`src/verilog/core_pkg.sv`:
```
// pipeline widths, alu op enum, fetch entry, scoreboard entry and branch structs
package core_pkg;

  localparam int unsigned XLEN          = 32;
  localparam int unsigned NR_REGS       = 32;
  localparam int unsigned REG_ADDR_BITS = 5;

  typedef enum logic [3:0] {
    ALU_ADD,
    ALU_SUB,
    ALU_AND,
    ALU_OR,
    ALU_XOR,
    ALU_SLT,
    ALU_SLL,
    ALU_SRL,
    ALU_LUI,
    ALU_EQ,
    ALU_NE
  } alu_op_e;

  typedef struct packed {
    logic [XLEN-1:0] pc;
    logic [31:0]     instr;
  } fetch_entry_t;

  // decoded instruction as it leaves the decode stage
  typedef struct packed {
    logic [XLEN-1:0]          pc;
    alu_op_e                  op;
    logic [REG_ADDR_BITS-1:0] rs1;
    logic [REG_ADDR_BITS-1:0] rs2;
    logic [REG_ADDR_BITS-1:0] rd;
    logic [XLEN-1:0]          imm;
    logic                     use_imm;
    logic                     is_branch;
    logic                     writes_rd;
    logic                     illegal;
  } sb_entry_t;

  typedef struct packed {
    sb_entry_t       sbe;
    logic [XLEN-1:0] operand_a;
    logic [XLEN-1:0] operand_b;
  } issued_t;

  typedef struct packed {
    logic            valid;
    logic            taken;
    logic [XLEN-1:0] target;
  } resolved_branch_t;

endpackage

```
`src/verilog/core_if.sv`:
```


// registered outcome of execute, consumed by commit
interface wb_if;
  import core_pkg::*;

  logic                     valid;
  logic [REG_ADDR_BITS-1:0] rd;
  logic [XLEN-1:0]          wdata;
  logic                     writes_rd;
  logic [XLEN-1:0]          pc;
  logic                     illegal;

  modport execute (output valid, rd, wdata, writes_rd, pc, illegal);

  modport commit (input valid, rd, wdata, writes_rd, pc, illegal);

endinterface

```
`src/verilog/commit_stage.sv`:
```
// commit stage: register write-back and retire trace outputs
module commit_stage (
  input  logic                               clk_i,
  input  logic                               rst_ni,
  wb_if.commit                               wb,
  output logic                               we_o,
  output logic [core_pkg::REG_ADDR_BITS-1:0] waddr_o,
  output logic [core_pkg::XLEN-1:0]          wdata_o,
  output logic                               commit_valid_o,
  output logic [core_pkg::XLEN-1:0]          commit_pc_o,
  output logic                               commit_we_o,
  output logic [core_pkg::REG_ADDR_BITS-1:0] commit_waddr_o,
  output logic [core_pkg::XLEN-1:0]          commit_wdata_o,
  output logic                               commit_illegal_o
);
  import core_pkg::*;

  logic                     valid_q;
  logic                     we_q;
  logic [REG_ADDR_BITS-1:0] waddr_q;
  logic [XLEN-1:0]          wdata_q;
  logic [XLEN-1:0]          pc_q;
  logic                     illegal_q;

  always_ff @(posedge clk_i or negedge rst_ni) begin
    if (!rst_ni) begin
      valid_q <= 1'b0;
      we_q    <= 1'b0;
    end else begin
      valid_q <= wb.valid;
      // x0 writes retire without touching the register file
      we_q    <= wb.valid & wb.writes_rd & (wb.rd != '0);
    end
  end

  always_ff @(posedge clk_i) begin
    waddr_q   <= wb.rd;
    wdata_q   <= wb.wdata;
    pc_q      <= wb.pc;
    illegal_q <= wb.illegal;
  end

  // ------------------------------
  // write-back and trace
  // ------------------------------
  assign we_o    = we_q;
  assign waddr_o = waddr_q;
  assign wdata_o = wdata_q;

  assign commit_valid_o   = valid_q;
  assign commit_pc_o      = pc_q;
  assign commit_we_o      = we_q;
  assign commit_waddr_o   = waddr_q;
  assign commit_wdata_o   = wdata_q;
  assign commit_illegal_o = valid_q & illegal_q;

endmodule

```
`src/flat_wrapper.sv`:
```
// flat-port wrapper written by rule: the top's interface ports become plain ports
module commit_stage_flat import core_pkg::*;
  (clk_i, rst_ni, we_o, waddr_o, wdata_o, commit_valid_o, commit_pc_o, commit_we_o, commit_waddr_o, commit_wdata_o, commit_illegal_o, wb_valid, wb_rd, wb_wdata, wb_writes_rd, wb_pc, wb_illegal);
  wb_if wb_i ();
  input  logic clk_i;
  input  logic rst_ni;
  output logic we_o;
  output logic [core_pkg::REG_ADDR_BITS-1:0] waddr_o;
  output logic [core_pkg::XLEN-1:0] wdata_o;
  output logic commit_valid_o;
  output logic [core_pkg::XLEN-1:0] commit_pc_o;
  output logic commit_we_o;
  output logic [core_pkg::REG_ADDR_BITS-1:0] commit_waddr_o;
  output logic [core_pkg::XLEN-1:0] commit_wdata_o;
  output logic commit_illegal_o;
  input wire logic [$bits(wb_i.valid)-1:0] wb_valid;
  input wire logic [$bits(wb_i.rd)-1:0] wb_rd;
  input wire logic [$bits(wb_i.wdata)-1:0] wb_wdata;
  input wire logic [$bits(wb_i.writes_rd)-1:0] wb_writes_rd;
  input wire logic [$bits(wb_i.pc)-1:0] wb_pc;
  input wire logic [$bits(wb_i.illegal)-1:0] wb_illegal;
  assign wb_i.valid = wb_valid;
  assign wb_i.rd = wb_rd;
  assign wb_i.wdata = wb_wdata;
  assign wb_i.writes_rd = wb_writes_rd;
  assign wb_i.pc = wb_pc;
  assign wb_i.illegal = wb_illegal;
  commit_stage u_core (.clk_i(clk_i), .rst_ni(rst_ni), .wb(wb_i), .we_o(we_o), .waddr_o(waddr_o), .wdata_o(wdata_o), .commit_valid_o(commit_valid_o), .commit_pc_o(commit_pc_o), .commit_we_o(commit_we_o), .commit_waddr_o(commit_waddr_o), .commit_wdata_o(commit_wdata_o), .commit_illegal_o(commit_illegal_o));
endmodule
```
`config.mk`:
```
export PLATFORM = sky130hd
export DESIGN_NAME = commit_stage_flat
export DESIGN_NICKNAME = d
export VERILOG_FILES = /design/src/verilog/core_pkg.sv /design/src/verilog/core_if.sv /design/src/verilog/commit_stage.sv /design/src/flat_wrapper.sv
export SDC_FILE = /design/constraint.sdc
export NUM_CORES = 1
export LEC_CHECK = 0
export BUFFER_PORTS_ARGS = -buffer_cell sky130_fd_sc_hd__buf_2
export CAP_MARGIN = 30
export CORE_MARGIN = 3
export CORE_UTILIZATION = 30
export DETAILED_ROUTE_END_ITERATION = 8
export PLACE_DENSITY_LB_ADDON = 0.1
export REMOVE_ABC_BUFFERS = 1
export SYNTH_ARGS = -nofsm -noshare
export SYNTH_HDL_FRONTEND = slang
export SYNTH_SLANG_ARGS = --single-unit
```
`constraint.sdc`:
```
create_clock -name clk_i -period 0.8 [get_ports clk_i]
set_input_delay 0.04 -clock clk_i [delete_from_list [all_inputs] [get_ports clk_i]]
set_output_delay 0.04 -clock clk_i [all_outputs]
set_load 0.02 [all_outputs]
```
* Yosys cells after proc, flatten, opt, wreduce, memory -nomap -nowiden *
Index checks and enable logic that the tools add are counted.

word-level totals
  bits of input ports = 74
  output and inout port bits = 110
  register bits = 72

cells by class
  reduce and logical (&&, ||, !) cells = 1
  bitwise logic cells = 3

operators with widths
  cell                number
  $reduce_bool A5 Y1  1
  $and A1 B1 Y1       3

* Longest topological paths before layout *
  depth after elaboration = 2
  mapped depth = 2
  gate-level depth less buffers = 2

* Worst setup path after synthesis *
Ideal clock, no wire load.

  path kind = input to register
  start = in wb_rd[4]
  end = reg u_core.we_q (netlist: u_core.commit_we_o)
  required time = 674 ps
  stages = 2
  setup slack = 9 ps
  data arrival time = 665 ps
  cell sequence = or3_1 -> o311a_1

on the way
  longest elaborated chain between the ends = 2

ends and longest elaborated chain
  what                    RTL line            text
  start: declaration      flat_wrapper.sv:17  input wire logic [$bits(wb_i.rd)-1:0] wb_rd;
  $reduce_bool A5 Y1      commit_stage.sv:32  we_q <= wb.valid & wb.writes_rd & (wb.rd != '0);
  $and A1 B1 Y1           commit_stage.sv:32
  end signal: assignment  commit_stage.sv:32
  end: declaration        commit_stage.sv:19  logic we_q;

Every way passes these cells.

* Final worst setup path *
  start = reg u_core.valid_q (netlist: u_core.commit_valid_o)
  end = out commit_illegal_o

on the way
  longest elaborated chain between the ends = 1

ends and longest elaborated chain
  what                      RTL line            text
  start: declaration        commit_stage.sv:18  logic valid_q;
  start signal: assignment  commit_stage.sv:30  valid_q <= wb.valid;
  $and A1 B1 Y1             commit_stage.sv:55  assign commit_illegal_o = valid_q & illegal_q;
  end: declaration          flat_wrapper.sv:15  output logic commit_illegal_o;

Every way passes these cells.

==> results.yml <==
run_status:
  status: "finished with violations"
  violated_checks: "setup timing"
clock_tree:
  cts_htree_levels: 3
  cts_max_path_buffers: 2
  tritoncts: "yes"
  cts_root_buffer: "sky130_fd_sc_hd__clkbuf_8"
  tritoncts.num_buffers: 9
  number_of_buffers_inserted_to_repair_setup_after_cts: 0
  cts.sinks: 72
  cts.reportedPaths.clkPinSlew_ns: 0.07
floorplan:
  ios: 184
  placement_rows: 27
  design.die.area_sq_um: 6820
  floorplan.initialDensity_pct: 31.6
  dieHeight_microns: 82.6
  coreArea_sq_um: 5570
  die_width_microns: 82.6
worst_setup_path:
  crit_cells: 2
  cp_data_required_time_ns: 0.76
  critPathLaunchType: "flip-flop"
  critPathSlowestCell: "sky130_fd_sc_hd__dfrtp_1"
  data_arrival_critical_path_ns: 0.98
  crit_path_capture_type: "output port"
  critical-path-max-stage-delay_ns: 0.38
  worst_setup_path_endpoint: "commit_illegal_o"
  cp_max_fo: 2
  crit_buf_inv: 1
  startpoint: "u_core.commit_valid_o"
  crit_type: "reg2out"
  cp_top_family: "flip-flops"
  crit_path_cell_trace: "and2_4 -> buf_6"
grt:
  largest_net_degree_at_the_start_of_global_routing: 12
  first_global_vias: 1763
  antenna_found_initial: 0
  grt.total_usage_pct: 19.2
  gr-total-overflow: 0
  grt_first_pass_wirelength_mm: 9.16
final_layout:
  fillerInstances: 330
  synth_to_layout_area_growth_pct: 140
  ff_latch_area_sq_um: 1540
  multi_input_area_sq_um: 25.0
  antenna-diode-count: 0
  fin_area_sq_um: 4230
  drive_above_1_share_pct: 76.7
  fin_nets: 417
yosys:
  ys_seq_area_share_pct: 82.5
  synth.distinct_cells: 6
  synth.yosys.warnings: 0
  yosysTopAreaCell: "sky130_fd_sc_hd__dfxtp_1"
  postSynthRegisterBits: 72
  netlist_area_sq_um: 1760
  synth_cells: 113
  ys_top_cells_by_area: "sky130_fd_sc_hd__dfxtp_1, sky130_fd_sc_hd__buf_4, sky130_fd_sc_hd__dfrtp_1"
  synth_area_per_cell_sq_um: 15.6
  synth.top_cell.area_share_pct: 79.7
hold_path:
  hp-class: "in2reg"
  hold_depth: 3
timing:
  timing_max_transition_violations_final: 0
  timing.final.crit_share_pct: 127
  setup_viol: 109
  timing_hold_violations_final: 0
  relative_max_transition_margin_pct: 92.6
  unrepaired_setup_endpoints_after_global_routing: "true"
  post_route_minimum_period_ns: 1.02
  finalWorstSetupSlack_ns: -0.220
  fmaxAchievable_mhz: 981
  transition_time_at_the_pin_with_the_least_slew_margin_ns: 0.111
routing:
  drt_first_iter_violations: 17
  route.detailed.drc: 0
  post_drt_via_cell_ratio: 3.93
  detailed_route_wire_length_mm: 6.40
  antenna_left: 0
  detail_route.wl_per_cell_microns: 15.2
  dr_total_vias: 1650
  detail_route.first_pass.iterations: 4
placed_design:
  placement.io_buffers: 183
  place.detailed.hpwl_mm: 3.37
  routability_congestion_estimate_from_global_placement: 0.718
  place_worst_setup_slack_ns: -0.125
  post_dp_cell_area_sq_um: 2490
power_and_ir_drop:
  vdd_ir_drop_max_v: 0.00160
  p_switching_mw: 1.97
  combinationalPowerShare_pct: 17.2
  power_frac_clock_pct: 37.2
  power_per_cell_area_nw_per_um2: 2060
  sequential_power_share_pct: 45.6
  static-leakage-power_nw: 2.00
  power.internal_mw: 6.73
  power.share.switching_pct: 22.6
flow_run:
  drv_cap: 0
-- worst min-delay path: cells and delay by family --
| kind | cells | cell delay (ns) |
|---|---|---|
| simple gates | 1 | 0.09 |
| buf+inv | 1 | 0.08 |
| compound gates | 1 | 0.13 |
-- synth_stat cells --
| master | count |
|---|---|
| sky130_fd_sc_hd__dfrtp_1 | 2 |
| sky130_fd_sc_hd__buf_4 | 38 |
| sky130_fd_sc_hd__dfxtp_1 | 70 |
| sky130_fd_sc_hd__or3_1 | 1 |
| sky130_fd_sc_hd__and2_1 | 1 |
| sky130_fd_sc_hd__o311a_1 | 1 |
-- metal layers --
metal | track usage, % | share of wire, % | up-vias
li1 | - | - | 771
met1 | 17.0 | 30 | 751
met2 | 34.6 | 53 | 119
met3 | 10.7 | 15 | 9
met4 | 9.31 | 1.6 | 0
met5 | 0 | 0 | -
-- worst min-delay path by stage --
| stage | startpoint | endpoint |
|---|---|---|
| final | wb_rd[3] | u_core.commit_we_o |
| after global routing | wb_rd[3] | u_core.commit_we_o |
| after CTS | wb_rd[3] | u_core.commit_we_o |
| after detailed placement | rst_ni | u_core.commit_we_o |
| after global placement | rst_ni | u_core.commit_valid_o |
| after floorplan | rst_ni | u_core.commit_valid_o |
-- final cells by class --
cell class,count,share of cell area [%]
Timing Repair Buffer,257,55.4
Sequential cell,72,36.4
Clock buffer,14,4.08
Tap cell,72,2.13
Clock inverter,2,1.42
Multi-Input combinational cell,3,0.592
-- what timing repair did --
item	in CTS	in global routing
setup endpoints to repair	110	111
hold endpoints to repair	74	0
pin swaps	1	0
gates resized for setup	288	1
hold buffers	74	0
-- metrics by stage --
stage | power [mW] | std cells | util, % | TNS [ns] | hold WS, ns
6_report | 8.69 | 420 | 75.9 | -3.76 | 0.0545
3_3_place_gp | 4.78 | 331 | 44.6 | -0.124 | -0.173
4_1_cts | 8.76 | 421 | 75.9 | -5.85 | 0.0396
3_5_place_dp | 4.78 | 331 | 44.6 | -0.125 | -0.174
5_1_grt | 9.08 | 420 | 75.9 | -8.87 | 0.0447
2_1_floorplan | 4.32 | 75 | - | 0 | -0.256
-- state kept, by name (all words and copies together), names as in the netlist --
| signal | cells |
|---|---|
| u_core.commit_waddr_o | 5 |
| u_core.commit_valid_o | 1 |
| u_core.commit_pc_o | 32 |
| u_core.illegal_q | 1 |
| u_core.commit_wdata_o | 32 |
| u_core.commit_we_o | 1 |
-- power by group through the flow --
stage / Clock [mW] / Sequential (mW) / Combinational [mW]
finish: 3.24 / 3.96 / 1.50
global route: 3.53 / 3.98 / 1.57
CTS: 3.34 / 3.95 / 1.47
floorplan: 0 / 4.31 / 0.00909
detailed placement: 0 / 3.92 / 0.855
global placement: 0 / 3.92 / 0.852
-- cell families (layout without fill, tap and decap cells) --
group,count (synthesis),after routing,share of synthesized area [%]
buffers and inverters,38,273,16.2
and+or+nand+nor,2,2,0.712
AOI/OAI and AO/OA,1,1,0.569
DFF,72,72,82.5
-- placed cells by master (no fill, tap or decap), drive strengths merged --
master,instances
and2,1
dfxtp,70
dlygate4sd3,74
buf,183
o311a,1
clkbuf,14
or3,1
dfrtp,2
bufinv,2
(Power assumes the default switching activity.)
