$ cat src/verilog/core_pkg.sv
// pipeline widths, alu op enum, fetch entry, scoreboard entry and branch structs
package core_pkg;

  localparam int unsigned XLEN          = 32;
  localparam int unsigned NR_REGS       = 32;
  localparam int unsigned REG_ADDR_BITS = 5;

  typedef enum logic [3:0] {
    ALU_ADD,
    ALU_SUB,
    ALU_AND,
    ALU_OR,
    ALU_XOR,
    ALU_SLT,
    ALU_SLL,
    ALU_SRL,
    ALU_LUI,
    ALU_EQ,
    ALU_NE
  } alu_op_e;

  typedef struct packed {
    logic [XLEN-1:0] pc;
    logic [31:0]     instr;
  } fetch_entry_t;

  // decoded instruction as it leaves the decode stage
  typedef struct packed {
    logic [XLEN-1:0]          pc;
    alu_op_e                  op;
    logic [REG_ADDR_BITS-1:0] rs1;
    logic [REG_ADDR_BITS-1:0] rs2;
    logic [REG_ADDR_BITS-1:0] rd;
    logic [XLEN-1:0]          imm;
    logic                     use_imm;
    logic                     is_branch;
    logic                     writes_rd;
    logic                     illegal;
  } sb_entry_t;

  typedef struct packed {
    sb_entry_t       sbe;
    logic [XLEN-1:0] operand_a;
    logic [XLEN-1:0] operand_b;
  } issued_t;

  typedef struct packed {
    logic            valid;
    logic            taken;
    logic [XLEN-1:0] target;
  } resolved_branch_t;

endpackage

$ cat src/verilog/riscv_pkg.sv
// rv32i opcode and funct3 encodings, instruction field positions, nop word
package riscv_pkg;

  // major opcodes handled by the core
  typedef enum logic [6:0] {
    OPC_OP     = 7'b0110011,
    OPC_OP_IMM = 7'b0010011,
    OPC_LUI    = 7'b0110111,
    OPC_BRANCH = 7'b1100011
  } opcode_e;

  typedef enum logic [2:0] {
    F3_ADD = 3'b000,
    F3_SLL = 3'b001,
    F3_SLT = 3'b010,
    F3_XOR = 3'b100,
    F3_SRL = 3'b101,
    F3_OR  = 3'b110,
    F3_AND = 3'b111
  } funct3_e;

  // branch compares share the funct3 space with the alu codes
  localparam funct3_e F3_BEQ = F3_ADD;
  localparam funct3_e F3_BNE = F3_SLL;

  localparam logic [6:0] F7_SUB = 7'b0100000;

  // ------------------------------
  // field positions (lsb)
  // ------------------------------
  localparam int unsigned RD_POS     = 7;
  localparam int unsigned FUNCT3_POS = 12;
  localparam int unsigned RS1_POS    = 15;
  localparam int unsigned RS2_POS    = 20;
  localparam int unsigned FUNCT7_POS = 25;
  localparam int unsigned IMM_I_POS  = 20;
  localparam int unsigned IMM_U_POS  = 12;

  // addi x0, x0, 0
  localparam logic [31:0] NOP_INSTR = 32'h0000_0013;

endpackage
$ cat src/verilog/core_if.sv
// fetch_if and wb_if interfaces with their modports

// frontend to decode handshake, plus the branch flush from execute
interface fetch_if;
  import core_pkg::*;

  logic             valid;
  fetch_entry_t     entry;
  logic             ack;
  logic             flush;
  resolved_branch_t redirect;

  modport frontend (
    output valid, entry,
    input  ack, flush, redirect
  );

  modport decode (
    input  valid, entry, flush,
    output ack
  );

  modport execute (
    output flush, redirect
  );

endinterface


$ cat src/verilog/id_stage.sv
// decode stage: instruction decode into a scoreboard entry, illegal check
module id_stage (
  input  logic                clk_i,
  input  logic                rst_ni,
  fetch_if.decode             fetch,
  output core_pkg::sb_entry_t issue_entry_o,
  output logic                issue_valid_o,
  input  logic                issue_ack_i
);
  import core_pkg::*;
  import riscv_pkg::*;

  logic [31:0] instr;
  opcode_e     opcode;
  funct3_e     funct3;
  logic [6:0]  funct7;
  sb_entry_t   decoded;
  sb_entry_t   entry_q;
  logic        valid_q;

  assign instr  = fetch.entry.instr;
  assign opcode = opcode_e'(instr[6:0]);
  assign funct3 = funct3_e'(instr[FUNCT3_POS +: 3]);
  assign funct7 = instr[FUNCT7_POS +: 7];

  always_comb begin
    decoded           = '0;
    decoded.pc        = fetch.entry.pc;
    decoded.op        = ALU_ADD;
    decoded.rd        = instr[RD_POS +: REG_ADDR_BITS];
    decoded.rs1       = instr[RS1_POS +: REG_ADDR_BITS];
    decoded.rs2       = instr[RS2_POS +: REG_ADDR_BITS];
    decoded.writes_rd = 1'b1;
    unique case (opcode)
      OPC_OP: begin
        unique case (funct3)
          F3_ADD:  decoded.op = (funct7 == F7_SUB) ? ALU_SUB : ALU_ADD;
          F3_SLL:  decoded.op = ALU_SLL;
          F3_SLT:  decoded.op = ALU_SLT;
          F3_XOR:  decoded.op = ALU_XOR;
          F3_SRL:  decoded.op = ALU_SRL;
          F3_OR:   decoded.op = ALU_OR;
          F3_AND:  decoded.op = ALU_AND;
          default: decoded.illegal = 1'b1;
        endcase
        // only sub carries a non-zero funct7
        if (funct7 != '0 && !(funct7 == F7_SUB && funct3 == F3_ADD)) begin
          decoded.illegal = 1'b1;
        end
      end
      OPC_OP_IMM: begin
        // addi only
        decoded.rs2     = '0;
        decoded.use_imm = 1'b1;
        decoded.imm     = {{20{instr[31]}}, instr[IMM_I_POS +: 12]};
        decoded.illegal = (funct3 != F3_ADD);
      end
      OPC_LUI: begin
        decoded.op      = ALU_LUI;
        decoded.rs1     = '0;
        decoded.rs2     = '0;
        decoded.use_imm = 1'b1;
        decoded.imm     = {instr[31:IMM_U_POS], 12'b0};
      end
      OPC_BRANCH: begin
        decoded.rd        = '0;
        decoded.writes_rd = 1'b0;
        decoded.is_branch = 1'b1;
        decoded.imm       = {{20{instr[31]}}, instr[7], instr[30:25], instr[11:8], 1'b0};
        unique case (funct3)
          F3_BEQ:  decoded.op = ALU_EQ;
          F3_BNE:  decoded.op = ALU_NE;
          default: decoded.illegal = 1'b1;
        endcase
      end
      default: decoded.illegal = 1'b1;
    endcase
    // an illegal word reads and writes nothing
    if (decoded.illegal) begin
      decoded.rs1       = '0;
      decoded.rs2       = '0;
      decoded.rd        = '0;
      decoded.writes_rd = 1'b0;
      decoded.is_branch = 1'b0;
    end
  end

  // accept when empty or when issue takes the current entry
  assign fetch.ack     = ~valid_q | issue_ack_i;
  assign issue_entry_o = entry_q;
  assign issue_valid_o = valid_q;

  always_ff @(posedge clk_i or negedge rst_ni) begin
    if (!rst_ni) begin
      valid_q <= 1'b0;
    end else if (fetch.flush) begin
      valid_q <= 1'b0;
    end else if (fetch.ack) begin
      valid_q <= fetch.valid;
    end
  end

  always_ff @(posedge clk_i) begin
    if (fetch.ack && fetch.valid) begin
      entry_q <= decoded;
    end
  end

endmodule

$ cat src/flat_wrapper.sv
// flat-port wrapper written by rule: the top's interface ports become plain ports
module id_stage_flat import core_pkg::*; import riscv_pkg::*;
  (clk_i, rst_ni, issue_entry_o, issue_valid_o, issue_ack_i, fetch_valid, fetch_entry, fetch_flush, fetch_ack);
  fetch_if fetch_i ();
  input  logic clk_i;
  input  logic rst_ni;
  output core_pkg::sb_entry_t issue_entry_o;
  output logic issue_valid_o;
  input  logic issue_ack_i;
  input wire logic [$bits(fetch_i.valid)-1:0] fetch_valid;
  input wire logic [$bits(fetch_i.entry)-1:0] fetch_entry;
  input wire logic [$bits(fetch_i.flush)-1:0] fetch_flush;
  output wire logic [$bits(fetch_i.ack)-1:0] fetch_ack;
  assign fetch_i.valid = fetch_valid;
  assign fetch_i.entry = fetch_entry;
  assign fetch_i.flush = fetch_flush;
  assign fetch_ack = fetch_i.ack;
  id_stage u_core (.clk_i(clk_i), .rst_ni(rst_ni), .fetch(fetch_i), .issue_entry_o(issue_entry_o), .issue_valid_o(issue_valid_o), .issue_ack_i(issue_ack_i));
endmodule
$ cat config.mk
export PLATFORM = sky130hd
export DESIGN_NAME = id_stage_flat
export DESIGN_NICKNAME = d
export VERILOG_FILES = /design/src/verilog/core_pkg.sv /design/src/verilog/riscv_pkg.sv /design/src/verilog/core_if.sv /design/src/verilog/id_stage.sv /design/src/flat_wrapper.sv
export SDC_FILE = /design/constraint.sdc
export NUM_CORES = 1
export LEC_CHECK = 0
export BUFFER_PORTS_ARGS = -buffer_cell sky130_fd_sc_hd__buf_2
export CAP_MARGIN = 20
export CELL_PAD_IN_SITES_DETAIL_PLACEMENT = 0
export CELL_PAD_IN_SITES_GLOBAL_PLACEMENT = 1
export CORE_MARGIN = 2
export CORE_UTILIZATION = 39
export CTS_CLUSTER_DIAMETER = 80
export DETAILED_ROUTE_END_ITERATION = 7
export GPL_ROUTABILITY_DRIVEN = 0
export PLACE_DENSITY_LB_ADDON = 0.25
export SYNTH_ARGS = -nofsm -noshare
export SYNTH_HDL_FRONTEND = slang
export SYNTH_SLANG_ARGS = --single-unit
$ cat constraint.sdc
create_clock -name clk_i -period 5.3 [get_ports clk_i]
set_clock_uncertainty 0.1 [all_clocks]
set_input_delay 0.795 -clock clk_i [delete_from_list [all_inputs] [get_ports clk_i]]
set_output_delay 0.795 -clock clk_i [all_outputs]
set_load 0.05 [all_outputs]
; Word-level counts from Yosys, hierarchy flattened
; Index checks and enable logic that the tools add are counted.
[totals]
reg_bits = 88
latchBits = 0
ram_bits = 0
rom_bits = 0
out_inout_bits = 89
elab_cells = 51
memories = 0
[classes]
addsub = 0
mul = 0
n_div = 0
magnitude_cmp = 0
n_eq_ne = 11
n_shift = 0
muxes = 13
n_bitwise = 2
reduce_logical = 14
[op_table]
columns = cell, count
row1 = $pmux 32 s3, 1
row2 = $pmux 4 s7, 1
row3 = $eq 7x6->1 const B, 3
row4 = $eq 3x3->1 const B, 4
row5 = $pmux 4 s3, 1
row6 = $pmux 4 s2, 1
row7 = $reduce_or 2->1, 4
row8 = $eq 7x5->1 const B, 1
row9 = $eq 7x7->1 const B, 1
row10 = $mux 1, 7
row11 = $reduce_bool 7->1, 1
row12 = $reduce_or 7->1, 1
row13 = $pmux 1 s4, 1
row14 = $eq 3x1->1 const B, 1
row15 = $eq 3x2->1 const B, 1
row16 = $logic_and 1x1->1, 3
row17 = $logic_not 3->1, 1
row18 = $reduce_bool 3->1, 1
row19 = $reduce_or 3->1, 1
row20 = $mux 2, 1
row21 = $reduce_bool 2->1, 1
row22 = $logic_not 1->1, 1
row23 = $not 1->1, 1
row24 = $or 1x1->1, 1

; Depth between registers and ports, before layout
; Gate-level depths: netlist (run 1).
[depth]
word_depth = 7
ltp_mapped = 6
depth_no_buf = 4

; Least setup slack after synthesis (run 1)
; Ideal clock, no wire load.
[synth_path]
path_type = input -> register
start = input port issue_ack_i
end = register u_core.entry_q (netlist bit u_core.issue_entry_o[0]), enable pin
setup_time_ns = 0.455
arrival_ns = 3.359
slack_ns = 1.386
path_stages = 2
n_path_buf = 0
path_cell_list = nand2b_1 and2_1
[synth_between]
elab_chain_len = 2
[synth_rtl]
columns = element, line_no
row1 = from (decl), flat_wrapper.sv:9  ; input logic issue_ack_i;
row2 = $or 1x1->1, id_stage.sv:89  ; assign fetch.ack = ~valid_q | issue_ack_i;
row3 = $logic_and 1x1->1, id_stage.sv:104  ; if (fetch.ack && fetch.valid) begin
row4 = to (signal assigned), id_stage.sv:105  ; entry_q <= decoded;
row5 = to (decl), id_stage.sv:18  ; sb_entry_t entry_q;
; Every way passes these cells.
; A chain may end at the register's enable or synchronous reset.

==> impl_metrics.ini, run 1 <==
[clocking]
root_buffer = clkbuf_8
ctsResizeCount = 0
cts_setup_buffers = 0
clk_latency_ns = 0.36
clockBufferDepth = 2
cts_tree = built
cts_made_buffers = 9
cts_hold_buffers = 0
h-tree-depth = 3
clock-sinks = 88
cts.reportedPaths.clkPinSlew_ns = 0.10

[global_routing]
track_usage_pct = 16.90
grt_pass1_vias = 2314
overflow = 0
grt_max_degree = 88
antenna_found_initial = 0
grt_first_pass_wirelength_mm = 12.39

[sta]
grt_setup_unrepaired = no
period_minus_slack_ns = 2.479
finalHoldViolCount = 0
tightest_slew_ns = 0.9604
slew_headroom_pct = 35.76
setup_tns_ns = 0
fin_hold_ws_ns = 0.08505
fmaxAchievable_mhz = 403.4
drv_slew = 0
finalSetupViolCount = 0
min_period_over_period_pct = 46.77

[floorplanning]
coreArea_sq_um = 8636
row_count = 34
die_w_microns = 98.10
die_area_sq_um = 9624
die_h_microns = 98.10
io_pins = 158
initial_core_util_pct = 39.99

[worst_setup_path]
startpoint_type = input port
critPathKind = input port to flop
r2r_setup_slack_ns = 3.65
required_ns = 5.44
cp-end-kind = flop
cp_max_fo = 19
ff2ff_path_depth = 3
r2r-end = u_core.issue_entry_o[46]
r2r_start = u_core.issue_valid_o
crit_arrival_ns = 2.61

[run]
cap_violations = 0

[logic_synthesis]
netlist_area_sq_um = 3453
synthAdderAreaFrac_pct = 0
ys.warnings.count = 0
ys_ff_latch = 88
synth-async-reset-ratio_pct = 1.136
synth_top_family_by_area = simple AND/OR/NAND/NOR gates
synthCells = 213
synth_simple_gate_area_share_pct = 12.28
synth_compound_area_share_pct = 8.841
synthFlopType = edfxtp_1
synth.net_count = 282
synth-edff-count = 87
synthXorXnorAreaFrac_pct = 0.2536
synth.area.mux_share_pct = 0
yosysUniqueCellTypes = 38
syn_area_per_cell_sq_um = 16.21
yosysSeqAreaShare_pct = 76.38

[pwr]
p_per_area_nw_per_um2 = 344.9
peakVddDrop_v = 0.0001232
total_leakage_power_nw = 2.013
seqPwrFrac_pct = 51.5
p_comb_share_pct = 15.5
internal_power_mw = 1.128
switching_share_pct = 28.58
switching_power_uw = 451.2
clkPwrFrac_pct = 33.0

[cells_and_area]
finalInstanceArea_sq_um = 4578
syn2layout_area_growth_pct = 32.57
post-route-util_pct = 53.01
diodes = 0
final_cells = 484
drive_gt1_share_pct = 50.80
fin_nets = 440

[route]
vias = 2401
drc = 0
ant_nets = 0
wl_mm = 8.220
post_drt_via_cell_ratio = 4.961
first_iter_violations = 72
dr.pass1.iters = 4
wl_per_cell_microns = 16.98

[place]
port_buffers = 157
placed_cell_area_sq_um = 4330
dp_hpwl_mm = 5.802
place_inst = 467

[run_status]
outcome = finished, final reports clean

[hold_path]
hold_path_class = input port to async pin
-- flip-flops by register name (all words and copies together) (netlist names) --
name and count:
u_core.issue_entry_o 87, u_core.issue_valid_o 1
-- synthesized netlist by cell type (2+ instances only) --
| cell type | count | share of area (%) |
|---|---|---|
| or2_2 | 2 | 0.36 |
| buf_2 | 2 | 0.29 |
| nand2b_1 | 4 | 0.72 |
| a22o_1 | 6 | 1.5 |
| nand3b_1 | 3 | 0.65 |
| buf_6 | 2 | 0.65 |
| a21oi_1 | 6 | 0.87 |
| o21ai_0 | 6 | 0.87 |
| nor3b_1 | 2 | 0.43 |
| a21o_1 | 18 | 3.9 |
| nor2b_1 | 2 | 0.36 |
| clkbuf_1 | 6 | 0.65 |
| edfxtp_1 | 87 | 76 |
| nor2_1 | 2 | 0.22 |
| nand2_1 | 16 | 1.7 |
| nor4_1 | 7 | 1.3 |
| nor3_1 | 5 | 0.72 |
| inv_1 | 4 | 0.43 |
| and2_1 | 9 | 1.6 |
| a31o_2 | 2 | 0.51 |
| nand3_1 | 2 | 0.29 |
| nor4_2 | 4 | 1.4 |
-- area by class of cell --
| class | instances | area, sq um |
|---|---|---|
| Clock inverter | 6 | 92.59 |
| Tap cell | 108 | 135.1 |
| Multi-Input combinational cell | 110 | 757.0 |
| Sequential cell | 88 | 2638 |
| Inverter | 4 | 15.01 |
| Fill cell | 783 | 4058 |
| Timing Repair Buffer | 158 | 813.3 |
| Clock buffer | 10 | 127.6 |
-- worst max path at each step --
stage / from / endpoint / slack, ns / cells after the start
after global routing: fetch_entry[3] / u_core.issue_entry_o[17] / 2.62 / 5
after floorplan: issue_ack_i / u_core.issue_entry_o[0] / 1.39 / 2
final: fetch_entry[6] / u_core.issue_entry_o[31] / 2.82 / 5
after CTS: fetch_entry[6] / u_core.issue_entry_o[31] / 2.78 / 5
after detailed placement: fetch_entry[3] / u_core.issue_entry_o[31] / 2.40 / 5
after global placement: fetch_entry[6] / u_core.issue_entry_o[31] / 2.38 / 5
-- through the flow --
step	power [mW]	setup WS [ns]
6_report	1.579	2.821
2_1_floorplan	0.9998	1.386
3_5_place_dp	1.073	2.403
4_1_cts	1.587	2.784
3_3_place_gp	1.070	2.381
5_1_grt	1.631	2.621
-- cell families after synthesis --
| logic type | count (synthesis) |
|---|---|
| flops | 88 |
| simple gates | 67 |
| compound gates | 42 |
| buf+inv | 15 |
| xor+xnor | 1 |
-- power by group through the flow --
stage / logic (mW) / registers, mW / clock network, mW
after CTS: 0.244 / 0.814 / 0.529
after floorplan: 0.0356 / 0.964 / 0
after global placement: 0.241 / 0.829 / 0
after detailed placement: 0.243 / 0.830 / 0
final: 0.245 / 0.813 / 0.521
after global routing: 0.257 / 0.816 / 0.558
-- routing by layer --
| metal | up-vias | wire (microns) | track usage [%] |
|---|---|---|---|
| met5 | - | 0 | 0 |
| met4 | 0 | 126 | 6.090 |
| met3 | 10 | 690 | 4.939 |
| met2 | 111 | 3827 | 26.03 |
| met1 | 1141 | 3576 | 22.98 |
| li1 | 1139 | - | - |
-- worst max-delay path, stage by stage --
cell and delay, ns:
buf_2 0.12, or3b_1 0.43, a211oi_2 0.41, and2_1 0.69
a21o_2 0.17
-- cell usage in the layout, fill, tap and decap left out, types with 2 or more instances in the layout --
master	synthesis	routed
inv_1	4	4
nor3_4	1	2
nor2b_1	2	2
buf_2	2	157
a22o_1	6	6
a31o_2	2	2
bufinv_16	0	2
nor2_1	2	2
nand3_1	2	2
edfxtp_1	87	87
nor3_1	5	4
or2_2	2	2
a21o_1	18	18
and2_1	9	8
nand3b_1	3	3
nor4_2	4	4
a21oi_1	6	6
nand2_1	16	16
o21ai_0	6	6
clkbuf_8	0	9
nand2b_1	4	4
nor4_1	7	7
(Power assumes the default switching activity.)
==> run 2: changes to the inputs <==
- CORE_UTILIZATION: 39 -> 37
- clock period: 5.3 -> 2.4 ns (I/O delays scaled with it)
==> run 2 against run 1 <==
  * Combinational power increased by 120%
  * Via count grew 1.2%
  * Global-route usage fell by 0.61 points
  * Die area increased by 5.2%
  * Hold slack worse by 0.033 ns
  * Flip-flop and latch count unchanged
  * Non-clock buffer count is 14 higher
  * First-iteration DRC count down 8.3%
  * Core utilization decreased by 1.7 points
  * Clock power increased by 130%
  * Largest power group unchanged
  * Highest routed layer unchanged
==> impl_metrics.ini, run 2 (synthesis gave the netlist of run 1 again) <==
[floorplanning]
die_h_microns = 100.6
die_area_sq_um = 10120
row_count = 35
initial_core_util_pct = 37.73
io_pins = 158
coreArea_sq_um = 9153
die_w_microns = 100.6

[worst_setup_path]
startpoint_type = input port
cp_max_fo = 11
critPathKind = input port to flop
r2r_setup_slack_ns = 0.88
crit_arrival_ns = 1.82
required_ns = 2.47
cp-end-kind = flop

[pwr]
totalPowerFinal_mw = 3.535
total_leakage_power_nw = 2.093
peakVddDrop_v = 0.0003358
p_per_area_nw_per_um2 = 752.7

[cells_and_area]
mostFrequentLayoutCell = buf_2
register_area_sq_um = 2638
drive_gt1_share_pct = 52.56
final_cell_mix = 157 x buf_2, 87 x edfxtp_1, 18 x a21o_1
diodes = 0
largest_reg_flops = 87
fillers = 824
syn2layout_area_growth_pct = 36.01
post-route-util_pct = 51.32
fin_nets = 454
multi_input_area_sq_um = 757.0

[sta]
drv_slew = 0
finalSetupViolCount = 0
min_period_over_period_pct = 73.03
grt_setup_unrepaired = no
setup_tns_ns = 0
fmaxAchievable_mhz = 570.5
finalHoldViolCount = 0
period_minus_slack_ns = 1.753
slew_headroom_pct = 69.48
tightest_slew_ns = 0.4543

[clocking]
root_buffer = clkbuf_8
clock-sinks = 88
cts.reportedPaths.clkPinSlew_ns = 0.10
h-tree-depth = 3
clk_latency_ns = 0.35
ctsResizeCount = 0
cts_made_buffers = 9
clockBufferDepth = 2
cts_tree = built

[global_routing]
overflow = 0
track_usage_pct = 16.29
grt_first_pass_wirelength_mm = 12.38
grt_max_degree = 88
antenna_found_initial = 0
grt_pass1_vias = 2338

[hold_path]
hold_path_class = input port to flop

[route]
drc = 0
wl_mm = 8.278
wl_per_cell_microns = 16.52
dr.pass1.iters = 4
first_iter_violations = 66
post_drt_via_cell_ratio = 4.852
ant_nets = 0
vias = 2431

[place]
dp_hpwl_mm = 5.990
port_buffers = 157

[run]
cap_violations = 0

[run_status]
outcome = finished, final reports clean
==> run 2: cell count changes in the layout (fill, tap and decap cells not counted), sizes merged <==
| cell | previous run | this run |
|---|---|---|
| clkinv | 1 | 0 |
| inv | 6 | 8 |
| buf | 158 | 171 |
| clkinvlp | 1 | 0 |
| dlygate4sd3 | 0 | 1 |
==> run 2: final timing paths <==
kind | start | end | depth (start not counted)
worst max-delay path | fetch_entry[31] | u_core.issue_entry_o[50] | 6
worst min register to register | u_core.issue_valid_o | u_core.issue_valid_o | 2
max in group asynchronous | rst_ni | u_core.issue_valid_o | 2
worst max register to register | u_core.issue_valid_o | u_core.issue_entry_o[18] | 3
min in group asynchronous | rst_ni | u_core.issue_valid_o | 2
worst min-delay path | fetch_flush | u_core.issue_valid_o | 2
==> run 2: area by class of cell <==
| cell class | count | area share [%] |
|---|---|---|
| Clock buffer | 10 | 2.930 |
| Timing Repair Buffer | 172 | 19.45 |
| Sequential cell | 88 | 56.15 |
| Multi-Input combinational cell | 110 | 16.12 |
| Tap cell | 111 | 2.957 |
| Inverter | 4 | 0.3197 |
| Clock inverter | 6 | 2.078 |
==> run 2: repair_timing <==
item | 4_1_cts | 5_1_grt
endpoints found under the hold margin | 1 | 0
buffers inserted | 0 | 0
hold buffers | 1 | 0
==> run 2: per-stage QoR <==
stage                     hold slack, ns  instance area [sq um]  setup slack [ns]  instances
after floorplan                 -0.03559                   3456           0.06591        213
final                            0.05196                   4697            0.6472        501
after global placement           0.03454                   4452            0.3273        484
after global routing             0.02715                   4697            0.5509        501
after detailed placement         0.03815                   4452            0.2573        484
after CTS                        0.03169                   4697            0.6314        501
==> run 2: worst max-delay path: stages <==
cell,delay [ns]
buf_2,0.13
or4_4,0.53
nor3_4,0.18
a31oi_2,0.13
buf_4,0.20
nor4_1,0.28
==> run 2: report_power, final <==
part	internal, mW	switching (mW)
Clock	0.634	0.560
Sequential	1.78	0.0189
Combinational	0.123	0.424
==> run 2: layer usage <==
layer | global-route usage (%) | part of all wire, % | vias to the layer above
met1 | 20.53 | 43 | 1154
met5 | 0 | 0 | -
met2 | 26.31 | 48 | 108
met4 | 4.742 | 0.56 | 0
met3 | 6.103 | 9.2 | 4
li1 | - | - | 1165
